**src/rtl/vec_pkg.sv**
```systemverilog
`default_nettype none

package vec_pkg;

	// One vector element
	typedef logic [31:0] data_t;

	// Local memory word address, also used for length and stride
	typedef logic [15:0] address_t;

	// Four vector registers
	typedef logic [1:0] vreg_idx_t;

	typedef enum logic {
		op_load  = 1'b0,	// Memory to register
		op_store = 1'b1		// Register to memory
	} access_op_t;

	// One strided access command from the host
	typedef struct packed {
		access_op_t op;			// Load or store
		vreg_idx_t  vreg;		// Source or target register
		address_t   length;		// Element count, 1 to vlen
		address_t   stride;		// Word distance between elements
		address_t   base_addr;	// Address of element zero
	} access_cmd_t;

endpackage

`default_nettype wire

```
**src/rtl/dmem_pkg.sv**
```systemverilog
`default_nettype none

package dmem_pkg;

	import vec_pkg::*;

	// Request from the access engine to local memory
	typedef struct packed {
		logic     we;		// Write when set, read otherwise
		address_t addr;		// Already reduced modulo memory depth
		data_t    wdata;	// Store element
	} mem_req_t;

	// Access engine FSM
	typedef enum logic [1:0] {
		idle      = 2'd0,	// Waiting for a request level
		store_run = 2'd1,	// Issuing store elements
		load_run  = 2'd2,	// Issuing load reads
		finish    = 2'd3	// One cycle after the end pulse
	} engine_state_t;

endpackage

`default_nettype wire

```
**src/rtl/strided_access_engine.sv**
```systemverilog
`timescale 1ns/100ps
`default_nettype none

module strided_access_engine
	import vec_pkg::*, dmem_pkg::*;
#(
	parameter int mem_words = 1024
) (
	input  wire logic     clock,
	input  wire logic     reset,
	input  wire logic     stall,
	input  wire logic     st_req,
	input  wire logic     ld_req,
	input  wire address_t cfg_length,
	input  wire address_t cfg_stride,
	input  wire address_t cfg_base,
	input  wire data_t    st_data,		// Registered by the unit one cycle after st_ready
	output      logic     st_ready,
	output      logic     ld_ready,
	output      logic     st_end_access,
	output      logic     ld_end_access,
	output      logic     mem_en,
	output      mem_req_t mem_req
);

	engine_state_t state;
	address_t      issue_cnt;		// Elements issued
	address_t      done_cnt;		// Elements written or returned
	address_t      run_addr;		// Address of next issue
	address_t      wr_addr;			// Address of pending write
	address_t      next_addr;
	address_t      base_addr;
	logic [16:0]   addr_sum;
	logic          more;			// Elements left to issue
	logic          last_done;
	logic          rd_issue;
	logic          wr_pending;
	logic          rd_pending;		// Read in flight

	assign addr_sum  = {1'b0, run_addr} + {1'b0, cfg_stride};
	assign next_addr = address_t'(addr_sum % 17'(mem_words));
	assign base_addr = address_t'({1'b0, cfg_base} % 17'(mem_words));

	assign more      = issue_cnt < cfg_length;
	assign last_done = done_cnt == cfg_length - 1'b1;

	assign st_ready = (state == store_run) & st_req & ~stall & more;
	assign rd_issue = (state == load_run) & ld_req & ~stall & more;
	assign ld_ready = rd_pending;	// Memory data arrives a cycle after issue

	assign st_end_access = wr_pending & last_done;
	assign ld_end_access = rd_pending & last_done;

	// Pending write wins the port, store never reads
	assign mem_en  = wr_pending | rd_issue;
	assign mem_req = '{
		we:    wr_pending,
		addr:  wr_pending ? wr_addr : run_addr,
		wdata: st_data
	};

	always_ff @(posedge clock) begin
		if (reset) begin
			state      <= idle;
			issue_cnt  <= '0;
			done_cnt   <= '0;
			run_addr   <= '0;
			wr_pending <= 1'b0;
			rd_pending <= 1'b0;
		end else begin
			wr_pending <= st_ready;
			rd_pending <= rd_issue;
			case (state)
				idle: begin
					issue_cnt <= '0;
					done_cnt  <= '0;
					run_addr  <= base_addr;
					if (st_req) begin
						state <= store_run;
					end else if (ld_req) begin
						state <= load_run;
					end
				end
				store_run, load_run: begin
					if (st_ready | rd_issue) begin
						issue_cnt <= issue_cnt + 1'b1;
						run_addr  <= next_addr;
					end
					if (wr_pending | rd_pending) begin
						done_cnt <= done_cnt + 1'b1;
					end
					if (st_end_access | ld_end_access) begin
						state <= finish;
					end
				end
				finish: state <= idle;		// Unit has dropped its level by now
				default: state <= idle;
			endcase
		end
	end

	always_ff @(posedge clock) begin
		if (st_ready) begin
			wr_addr <= run_addr;	// Write goes out next cycle with st_data
		end
	end

	assert property (@(posedge clock) disable iff (reset)
		state != idle |-> done_cnt <= cfg_length);

endmodule

`default_nettype wire

```
**config.mk**
```make
export PLATFORM = sky130hd
export DESIGN_NAME = strided_access_engine
export DESIGN_NICKNAME = d
export VERILOG_FILES = /design/src/rtl/vec_pkg.sv /design/src/rtl/dmem_pkg.sv /design/src/rtl/strided_access_engine.sv
export SDC_FILE = /design/constraint.sdc
export NUM_CORES = 1
export LEC_CHECK = 0
export BUFFER_PORTS_ARGS = -buffer_cell sky130_fd_sc_hd__buf_2
export CELL_PAD_IN_SITES_DETAIL_PLACEMENT = 1
export CELL_PAD_IN_SITES_GLOBAL_PLACEMENT = 1
export CORE_ASPECT_RATIO = 1.25
export CORE_MARGIN = 3
export CORE_UTILIZATION = 40
export DETAILED_ROUTE_END_ITERATION = 6
export PLACE_DENSITY_LB_ADDON = 0.1
export SYNTH_ARGS = -nofsm -noshare
export SYNTH_HDL_FRONTEND = slang
export SYNTH_SLANG_ARGS = --single-unit
```
**constraint.sdc**
```tcl
create_clock -name clock -period 6.1 [get_ports clock]
set_input_delay 0.61 -clock clock [delete_from_list [all_inputs] [get_ports clock]]
set_output_delay 0.61 -clock clock [all_outputs]
set_load 0.05 [all_outputs]
```
==> results.cfg <==
[critical_path]
critPathCaptureType = output port
critPathKind = in2out
start_kind = input port
ff2ff_path_depth = 8
required_ns = 5.49
crit_path_max_fanout = 7
arrival_ns = 3.14

[clock_network]
postCtsSetupRepairBufs = 0
cts.sinks = 56
insertion_delay_ns = 0.30
post_cts_resized = 0
cts_tree = built
numCtsBuffers = 5
cts_hold_buf = 0
cts-root-buf = clkbuf_16
cts.path.max_buffers = 2
ctsHtreeMaxLevel = 2
clkTransAtPathRegs_ns = 0.07

[global_routing]
grt-ovfl-total = 0
grt_max_degree = 34
grt_pass1_vias = 3979
antenna_found_initial = 0
grt_use_total_pct = 20.3
grt_pass1_wl_um = 19800

[detailed_routing]
viasPerCell = 5.69
drt_iter0_drc = 117
routedWlPerCell_um = 17.8
first_pass_iters = 4
drc_errors = 0
postRouteAntennaNets = 0
vias = 3894
wirelength_um = 12200

[timing]
clock.fmax_mhz = 267
fin_skew_ns = 0.00671
setup_viol = 0
max_slew_margin_pct = 46.3
fin_ws_ns = 2.35
finalSetupTns_ns = 0
hold_viol = 0
slew_viol_final = 0
finalCritPeriodShare_pct = 61.4
fin_crit_ns = 3.75
tightestPinTransition_ns = 0.799
rsz0062_at_grt = no

[placement]
dp_hpwl_um = 9580
gp_congestion = 0.815
portBuffers = 56
post-place-ws_ns = 2.38

[hold_path]
hold-path-cell-count = 0
hold_path_class = reg2reg

[synthesis]
async_reset_ff_share_pct = 0
syn_avg_cell_area_um2 = 8.00
yosysSeqAreaShare_pct = 28.3
synth_edf_count = 10
ys_ff_latch = 56
netlist_area_um2 = 4320
synth_cells = 540
synth_top_cell_by_area = dfxtp_1
ys_types = 56
yosysMostFrequentCell = a21oi_1
netlist_top_cells_area = dfxtp_1 (21%), ha_1 (8.7%), buf_4 (7.0%)
yosys_most_used_dff = dfxtp_1
yosysWarnings = 0
yosys-top-cells-count = a21oi_1 (47), dfxtp_1 (46), nand2_1 (45)
synth_top_area_share_pct = 21.3

[pwr]
switching_power_w = 0.000634
internal-power_w = 0.000829
power.share.sequential_pct = 31.2
p_comb_share_pct = 45.6
ir_worst_vdd_v = 0.000170
leakagePower_nw = 1.84
clockPowerShare_pct = 23.2
switching_share_pct = 43.3
pwr_density_cell_nw_per_um2 = 318

[run_status]
status = completed

[cells_and_area]
layout-drive-gt1-share_pct = 17.1
regArea_um2 = 1220
areaGrowthSynthToFinish_pct = 6.60
fillers = 1294
multiInputGateArea_um2 = 2630
fin_nets = 670
fin_util_pct = 44.7
diodes = 0

[floorplan]
coreArea_um2 = 10300
start_util_pct = 41.9
ios = 139
die_area_um2 = 12100
rows = 41
die_height_um = 122
die_x_um = 99.0

[flow_run]
cap_violations = 0
==> critical path, stage by stage <==
cell	delay [ns]
buf_2	0.15
nor3_1	0.32
nand4_1	0.22
or3_1	0.39
a2111oi_0	0.65
and3_1	0.33
and3_1	0.19
buf_2	0.27
==> cells in the final DEF (no fill, tap or decap), types with 2 or more instances in the layout <==
master     instances
or2_2              8
clkbuf_16          5
nor3_1            11
nand3b_1           3
xnor2_1           16
nand2_1           45
edfxtp_1          10
buf_4              2
nor3_2             2
a31oi_1            4
o31ai_1            9
o221a_2            2
nor2b_1            6
nor4_1             6
xor2_1            13
mux2_2            12
a21oi_1           47
inv_1             33
a21o_1             5
o31a_1             2
buf_2             56
o211ai_1           6
nand3_1           26
conb_1             6
nand4_1           11
or4_1             11
o21a_1             3
o21ai_1            3
o221ai_1           2
o311ai_0           2
a311oi_1           2
nor2_1            37
and3_1            10
dfxtp_1           46
a211oi_1           5
or3_1             14
ha_1              30
o21ai_0           22
==> state kept, by name (all words and copies together), names as in the netlist <==
signal	cells
run_addr	10
wr_addr	10
done_cnt	16
wr_pending	1
issue_cnt	16
state	2
ld_ready	1
==> per-layer routing <==
metal  GRT usage, %  part of all wire (%)  up-vias
li1               -                     -     1928
met1           24.5                    43     1850
met2           36.7                    50      100
met3           3.15                   4.9       16
met4           6.23                   1.8        0
met5              0                     0        -
==> cells by family after synthesis <==
family	Yosys count	share of synthesized area [%]
xor+xnor	29	5.88
fa+ha+maj	31	9.15
compound gates	123	17.7
simple gates	196	23.8
flops	56	28.3
other cells	1	0.0868
mux	14	3.71
buf+inv	90	11.5
==> power groups by stage <==
stage / sequential (W) / clock (W) / combinational [W]
after detailed placement: 0.000466 / 0 / 0.000669
after CTS: 0.000457 / 0.000349 / 0.000672
after floorplan: 0.000453 / 0 / 0.000559
after global routing: 0.000463 / 0.000363 / 0.000735
after global placement: 0.000464 / 0 / 0.000652
final: 0.000456 / 0.000340 / 0.000667
==> worst paths after layout <==
check        slack (ns)             to     startpoint
min                0.47     wr_addr[1]    run_addr[1]
max                2.35  ld_end_access  cfg_length[8]
min reg2reg        0.47     wr_addr[1]    run_addr[1]
max reg2reg        2.77  issue_cnt[13]       state[1]
==> final cells by class <==
cell class | count | share of cell area (%)
Sequential cell | 56 | 26.5
Timing Repair Buffer | 58 | 6.41
Clock buffer | 5 | 2.72
Clock inverter | 3 | 1.01
Inverter | 34 | 2.77
Tap cell | 129 | 3.50
Multi-Input combinational cell | 399 | 57.1
==> stage by stage <==
stage / cell area [um2] / power, W / hold slack (ns) / cells
floorplan: 4340 / 0.00101 / 0.434 / 545
global placement: 4430 / 0.00112 / 0.452 / 676
detailed placement: 4430 / 0.00114 / 0.465 / 676
CTS: 4610 / 0.00148 / 0.482 / 684
global route: 4610 / 0.00156 / 0.505 / 684
finish: 4610 / 0.00146 / 0.473 / 684
No activity file was read; power rests on OpenSTA's default activity.
