$ cat src/rtl/vec_pkg.sv
`default_nettype none

package vec_pkg;

	// One vector element
	typedef logic [31:0] data_t;

	// Local memory word address, also used for length and stride
	typedef logic [15:0] address_t;

	// Four vector registers
	typedef logic [1:0] vreg_idx_t;

	typedef enum logic {
		op_load  = 1'b0,	// Memory to register
		op_store = 1'b1		// Register to memory
	} access_op_t;

	// One strided access command from the host
	typedef struct packed {
		access_op_t op;			// Load or store
		vreg_idx_t  vreg;		// Source or target register
		address_t   length;		// Element count, 1 to vlen
		address_t   stride;		// Word distance between elements
		address_t   base_addr;	// Address of element zero
	} access_cmd_t;

endpackage

`default_nettype wire

$ cat src/rtl/load_store_unit.sv
`timescale 1ns/100ps
`default_nettype none

module load_store_unit
	import vec_pkg::*;
(
	input  wire logic        clock,
	input  wire logic        reset,
	input  wire logic        cmd_valid,		// Host command strobe
	input  wire access_cmd_t cmd,			// Host command
	input  wire logic        stall,			// Freezes issue
	input  wire logic        st_ready,		// Store element accepted by engine
	input  wire logic        ld_ready,		// Load element valid on ld_rdata
	input  wire logic        st_end_access,	// Last store write
	input  wire logic        ld_end_access,	// Last load element
	input  wire data_t       st_elem,		// Current element from register file
	input  wire data_t       ld_rdata,		// Memory read data
	output      logic        st_req,		// Store active level
	output      logic        ld_req,		// Load active level
	output      address_t    cfg_length,
	output      address_t    cfg_stride,
	output      address_t    cfg_base,
	output      logic        st_rd_rf,		// Advance store read index
	output      logic        ld_wr_rf,		// Write and advance load index
	output      data_t       st_data,		// Registered store element
	output      data_t       ld_data,		// Registered load element
	output      logic        st_end,
	output      logic        ld_end
);

	logic run;			// Command latched and not yet ended
	logic st_active;
	logic ld_active;
	logic accept;		// New command taken this cycle

	assign accept   = cmd_valid & ~run;
	assign st_req   = st_active;
	assign ld_req   = ld_active;
	assign st_rd_rf = st_active & ~stall & st_ready;

	always_ff @(posedge clock) begin
		if (reset) begin
			run <= 1'b0;
		end else if (st_end_access | ld_end_access) begin
			run <= 1'b0;
		end else if (accept) begin
			run <= 1'b1;
		end
	end

	always_ff @(posedge clock) begin
		if (reset) begin
			st_active <= 1'b0;
		end else if (st_end_access) begin
			st_active <= 1'b0;
		end else if (accept && cmd.op == op_store) begin
			st_active <= 1'b1;
		end
	end

	always_ff @(posedge clock) begin
		if (reset) begin
			ld_active <= 1'b0;
		end else if (ld_end_access) begin
			ld_active <= 1'b0;
		end else if (accept && cmd.op == op_load) begin
			ld_active <= 1'b1;
		end
	end

	// Configuration held for the whole access
	always_ff @(posedge clock) begin
		if (reset) begin
			cfg_length <= '0;
			cfg_stride <= '0;
			cfg_base   <= '0;
		end else if (accept) begin
			cfg_length <= cmd.length;
			cfg_stride <= cmd.stride;
			cfg_base   <= cmd.base_addr;
		end
	end

	// End pulses trail the engine flags by one cycle
	always_ff @(posedge clock) begin
		if (reset) begin
			st_end   <= 1'b0;
			ld_end   <= 1'b0;
			ld_wr_rf <= 1'b0;
		end else begin
			st_end   <= st_end_access;
			ld_end   <= ld_end_access;
			ld_wr_rf <= ld_active & ld_ready;	// Not gated by stall
		end
	end

	always_ff @(posedge clock) begin
		if (st_rd_rf) begin
			st_data <= st_elem;
		end
		if (ld_ready) begin
			ld_data <= ld_rdata;
		end
	end

	assert property (@(posedge clock) disable iff (reset) !(st_req && ld_req));

	// Host must wait for the end pulse before the next command
	assert property (@(posedge clock) disable iff (reset) cmd_valid |-> !run);

endmodule

`default_nettype wire

$ cat config.mk
export PLATFORM = sky130hd
export DESIGN_NAME = load_store_unit
export DESIGN_NICKNAME = d
export VERILOG_FILES = /design/src/rtl/vec_pkg.sv /design/src/rtl/load_store_unit.sv
export SDC_FILE = /design/constraint.sdc
export NUM_CORES = 1
export LEC_CHECK = 0
export BUFFER_PORTS_ARGS = -buffer_cell sky130_fd_sc_hd__buf_2
export CAP_MARGIN = 20
export CELL_PAD_IN_SITES_DETAIL_PLACEMENT = 1
export CELL_PAD_IN_SITES_GLOBAL_PLACEMENT = 1
export CORE_ASPECT_RATIO = 1.75
export CORE_MARGIN = 2
export CORE_UTILIZATION = 28
export DETAILED_ROUTE_END_ITERATION = 12
export PLACE_DENSITY = 0.85
export SETUP_SLACK_MARGIN = 0.02
export SLEW_MARGIN = 20
export SYNTH_ARGS = -nofsm -noshare
export SYNTH_HDL_FRONTEND = slang
export SYNTH_SLANG_ARGS = --single-unit
$ cat constraint.sdc
create_clock -name clock -period 1.7 [get_ports clock]
set_clock_uncertainty 0.15 [all_clocks]
set_input_delay 0.34 -clock clock [delete_from_list [all_inputs] [get_ports clock]]
set_output_delay 0.34 -clock clock [all_outputs]
set_load 0.005 [all_outputs]
==> flow_summary_export.csv, run 1 <==
group,metric,value,unit
critical_path,path_max_fanout,3,
critical_path,crit_chain,"and3b_2, buf_2",
clocking,cts_tree,"done",
routing,avgViaCountPerCell,4.391,
sta,holdWs,0.02702,ns
sta,setup_viol,0,
critical_path,critical_path_buf_inv_count,1,
sta,fin_crit_sh,95.16,%
floorplan,core_area,13310,sq um
run,maxCapViolCount,0,
yosys,synth-seq-area-share,79.13,%
routing,routedWlPerCell,18.49,um
outcome,status,"finished clean",
worst_hold_path,min_path_type,"in2reg",
clocking,cts_buffer_depth,2,
power_and_ir_drop,power.leakage,0.002923,uW
sta,worst_slew_margin_rel,78.31,%
yosys,synth_top_cell_area_share,50.64,%
critical_path,critical_path_arrival,1.13,ns
cells_and_area,fin_nets,733,
clocking,cts_made_buffers,17,
floorplan,row_count,56,
yosys,synth.distinct_cells,16,
yosys,syn_inst,293,
cells_and_area,multi_input_area,693.2,sq um
global_routing,grtUsageTotal,20.06,%
routing,ant_nets,0,
sta,min_period,1.618,ns
sta,timing.fmax,0.6181,GHz
routing,first_pass_iters,4,
cells_and_area,final_cell_count_no_fill,797,
global_routing,grt_overflow,0,
clocking,cts_num_sinks,118,
sta,tightest_slew,0.3254,ns
yosys,yosys-top-cells-area,"edfxtp_1 51%, dfxtp_1 28%, nand2_1 9.6%",
critical_path,crit_family,"flip-flops",
critical_path,worstPathRequired,1.21,ns
yosys,synth_nets,416,
cells_and_area,regArea,3003,sq um
yosys,avgSynthCellArea,12.95,sq um
routing,num_vias,3500,
cells_and_area,nFillCells,1473,
yosys,ys_seq_elements,118,
clocking,h-tree-depth,4,
floorplan,die_h,158.0,um
floorplan,start_util,28.51,%
critical_path,cp_slowest_cell,"dfxtp_1",
floorplan,dieArea,14540,sq um
power_and_ir_drop,vdd_drop_max,0.6315,mV
clocking,clock-root-buffer,"clkbuf_16",
cells_and_area,area_growth,70.43,%
clocking,clk_pin_slew,0.06,ns
place,gp_congestion,0.7063,
sta,slew_viol_final,0,
critical_path,critPathLaunchType,"flip-flop",
global_routing,antenna_found_initial,1,
yosys,ys_warn_count,0,
global_routing,grt_max_degree,34,
power_and_ir_drop,p_per_area,1135,nW/um^2
critical_path,slowest_delay,0.37,ns
routing,drt_iter0_drc,102,
clocking,clock_latency,0.39,ns
global_routing,grt_pass1_wl,21730,um
floorplan,die_w,92.01,um
yosys,syn_area,3795,sq um
cells_and_area,utilization,48.58,%
place,dp_hpwl,9065,um
cells_and_area,drive_gt1_share,45.98,%
floorplan,io-pin-count,241,
sta,grt_setup_unrepaired,"no",
sta,hold_violations,0,
place,placed_cell_area,5229,sq um
global_routing,grt_pass1_vias,3906,
cells_and_area,stdcell_area,6467,sq um
yosys,yosysTopAreaCell,"edfxtp_1",
place,numPortBuffers,238,
critical_path,crit_type,"reg2out",
routing,drt-total-wl,14740,um
sta,tns,0,ns
critical_path,end_kind,"output pin",
place,dp.cells,699,
routing,drc,0,
[worst register-to-register path: cells and delay by family (launching register included)]
family                 cells  cell delay, ns
buffers and inverters      2            0.37
flip-flops                 1            0.37
AND/OR/NAND/NOR            1            0.24
[sequential cells by signal (all words and copies together), names as in the netlist]
name        flops
st_req          1
run             1
ld_end          1
st_end          1
cfg_base       16
ld_data        32
cfg_stride     16
ld_req          1
st_data        32
cfg_length     16
ld_wr_rf        1
[repair_timing]
item                                    in CTS  in global routing
endpoints found under the setup margin       1                  0
hold buffers                                64                  1
setup buffers                                1                  0
resized for setup                            0                  0
endpoints found under the hold margin       64                  1
[through the flow]
stage / setup slack (ns) / total power, uW
6_report: 0.08226 / 7340
2_1_floorplan: 0.2426 / 3425
5_1_grt: 0.03228 / 7619
4_1_cts: 0.06240 / 7385
3_5_place_dp: 0.2292 / 3781
3_3_place_gp: 0.2252 / 3744
[cell usage after synthesis]
master / n
and3b_1: 1
a21oi_1: 50
buf_6: 2
inv_1: 1
clkbuf_1: 4
nor2b_1: 3
buf_4: 6
buf_2: 4
dfxtp_1: 54
nor4_1: 1
nand2_1: 97
nand2b_1: 1
edfxtp_1: 64
nor2_1: 2
buf_1: 1
nor3_2: 2
[logic make-up (layout without fill, tap and decap cells)]
logic type / Yosys count / after routing / synth area share [%]
DFF: 118 / 118 / 79.13
and+or+nand+nor: 107 / 107 / 11.38
AOI/OAI and AO/OA: 50 / 50 / 6.594
buffers and inverters: 18 / 347 / 2.901
other: 0 / 1 / 0
[path summary, 6_finish.rpt]
path | from | end | slack, ns | cells past startpoint
worst max register to register | st_req | st_data[10] | 0.29 | 3
worst min register to register | cfg_stride[10] | cfg_stride[10] | 0.30 | 2
worst max-delay path | st_req | st_rd_rf | 0.08 | 2
worst min-delay path | ld_end_access | ld_req | 0.03 | 2
[layer usage]
layer  GRT usage (%)  wire (um)  vias to the layer above
li1                -          -                     1634
met1           19.97       5145                     1649
met2           37.61       8026                      190
met3           6.378       1063                       27
met4           9.026        500                        0
met5               0          0                        -
[power by group]
part / switching (uW) / internal, uW / total [uW]
logic: 303 / 346 / 649
clock network: 1310 / 2160 / 3480
registers: 61.9 / 3150 / 3210
[final cells by class]
cell class | instances | share of cell area (%)
inverters | 1 | 0.05804
clock buffers | 17 | 6.578
multi-input cells | 157 | 10.72
well taps | 174 | 3.366
clock inverters | 14 | 2.360
repair buffers | 315 | 30.45
diodes | 1 | 0.03869
flip-flops and latches | 118 | 46.43
[cells in the final DEF (no fill, tap or decap), drive strengths merged, types with 3 or more instances in the layout]
cell type,instances
buf,250
nand2,97
dlygate4sd3,65
edfxtp,64
dfxtp,54
a21oi,50
clkbuf,17
clkinv,9
nor2b,3
inv,3
(Power assumes the default switching activity.)
==> run 2: changes to the inputs <==
==> constraint.sdc (replaced) <==
create_clock -name clock -period 1.7 [get_ports clock]
set_clock_uncertainty 0.15 [all_clocks]
set_input_delay 0.51 -clock clock [delete_from_list [all_inputs] [get_ports clock]]
set_output_delay 0.51 -clock clock [all_outputs]
set_load 0.005 [all_outputs]
==> run 2 against run 1 <==
  * Non-clock buffer count down 67
  * Hold slack improved by 0.10 ns
  * Register-to-register slack gained 0.04 ns
  * Critical endpoint unchanged
  * Largest power group unchanged
  * Highest routed layer unchanged
==> flow_summary_export.csv, run 2 (synthesis results as in run 1) <==
group,metric,value,unit
routing,avgViaCountPerCell,4.381,
routing,drt-total-wl,11910,um
clocking,cts_num_sinks,118,
sta,min_period,1.697,ns
sta,tightest_slew,0.2426,ns
place,dp_hpwl,9139,um
run,maxCapViolCount,0,
routing,routedWlPerCell,16.32,um
global_routing,grt_overflow,0,
global_routing,grt_pass1_vias,3350,
sta,fin_crit_sh,99.82,%
place,dp.cells,696,
sta,hold_violations,0,
routing,drc,0,
clocking,holdBufCountCts,0,
routing,num_vias,3198,
global_routing,grtUsageTotal,15.73,%
power_and_ir_drop,vdd_drop_max,0.5847,mV
cells_and_area,nFillCells,1526,
cells_and_area,fin_nets,666,
routing,first_pass_iters,4,
floorplan,core_area,13310,sq um
place,numPortBuffers,238,
clocking,h-tree-depth,4,
global_routing,grt_max_degree,49,
floorplan,die_h,158.0,um
cells_and_area,final_cell_mix,"237 x buf_2, 97 x nand2_1, 64 x edfxtp_1",
critical_path,critPathLaunchType,"flip-flop",
cells_and_area,drive_gt1_share,51.26,%
cells_and_area,final_common_cell,"buf_2",
power_and_ir_drop,power.leakage,0.002654,uW
place,gp_congestion,0.7301,
sta,slew_viol_final,0,
floorplan,row_count,56,
routing,drt_iter0_drc,110,
global_routing,antenna_found_initial,0,
clocking,clock-root-buffer,"clkbuf_16",
power_and_ir_drop,p_per_area,1259,nW/um^2
clocking,cts_tree,"done",
sta,setup_viol,0,
global_routing,grt_pass1_wl,17500,um
floorplan,io-pin-count,241,
sta,timing.fmax,0.5893,GHz
cells_and_area,antenna_cells,0,
clocking,clk_pin_slew,0.06,ns
critical_path,worstPathRequired,1.04,ns
routing,ant_nets,0,
cells_and_area,area_growth,54.43,%
sta,grt_setup_unrepaired,"yes",
floorplan,start_util,28.51,%
sta,worst_slew_margin_rel,83.68,%
floorplan,die_w,92.01,um
sta,holdWs,0.1319,ns
outcome,status,"finished clean",
worst_hold_path,min_path_type,"in2reg",
cells_and_area,final_cell_count_no_fill,730,
critical_path,path_max_fanout,2,
clocking,clock_latency,0.40,ns
critical_path,end_kind,"output pin",
critical_path,critical_path_arrival,1.04,ns
critical_path,crit_type,"reg2out",
clocking,cts_made_buffers,17,
clocking,cts_buffer_depth,2,
floorplan,dieArea,14540,sq um
cells_and_area,top_regs,"ld_data (32), st_data (32)",
==> run 2: worst max-delay path, cell delays in order (launching register included) <==
cell	delay [ns]
dfxtp_2	0.34
and3b_4	0.21
buf_6	0.10
==> run 2: cell type report <==
cell class	count	area [sq um]	share of cell area (%)
Clock buffer	18	429.2	7.323
Clock inverter	14	175.2	2.989
Inverter	1	3.754	0.06405
Multi-Input combinational cell	157	695.7	11.87
Sequential cell	118	3004	51.26
Tap cell	174	217.7	3.715
Timing Repair Buffer	248	1335	22.78
==> run 2: worst paths after layout <==
kind | cells past startpoint | startpoint | slack [ns] | to
worst max-delay path | 2 | st_req | 0.003 | st_rd_rf
worst min-delay path | 1 | st_elem[26] | 0.13 | st_data[26]
worst max register to register | 3 | st_req | 0.33 | st_data[28]
worst min register to register | 2 | cfg_length[10] | 0.30 | cfg_length[10]
==> run 2: per-layer routing <==
metal | track usage, % | up-vias | routed length [um]
li1 | - | 1501 | -
met1 | 15.08 | 1531 | 3965
met2 | 30.22 | 144 | 6822
met3 | 5.045 | 22 | 839
met4 | 6.894 | 0 | 285
met5 | 0 | - | 0
==> run 2: what timing repair did <==
item                                   4_1_cts  5_1_grt
buffers inserted                             2        0
endpoints found under the hold margin        0        0
pin swaps                                    1        0
resized for setup                            2        0
setup endpoints to repair                    1        1
==> run 2: power breakdown <==
part           internal (uW)  total [uW]  switching, uW
combinational            258         517            259
sequential              3150        3210           55.1
clock                   2320        3650           1330
==> run 2: per-stage QoR <==
stage               setup slack [ns]    TNS, ns  utilization (%)  total power (uW)  area [sq um]
floorplan                   0.003433          0                -              3426          3799
global placement            0.006963          0            39.31              3752          5234
CTS                        -0.004352  -0.004352            44.02              7485          5861
global route                -0.03107   -0.03107            44.02              7676          5861
finish                      0.003011          0            44.02              7378          5861
detailed placement         -0.003665  -0.003665            39.31              3793          5234
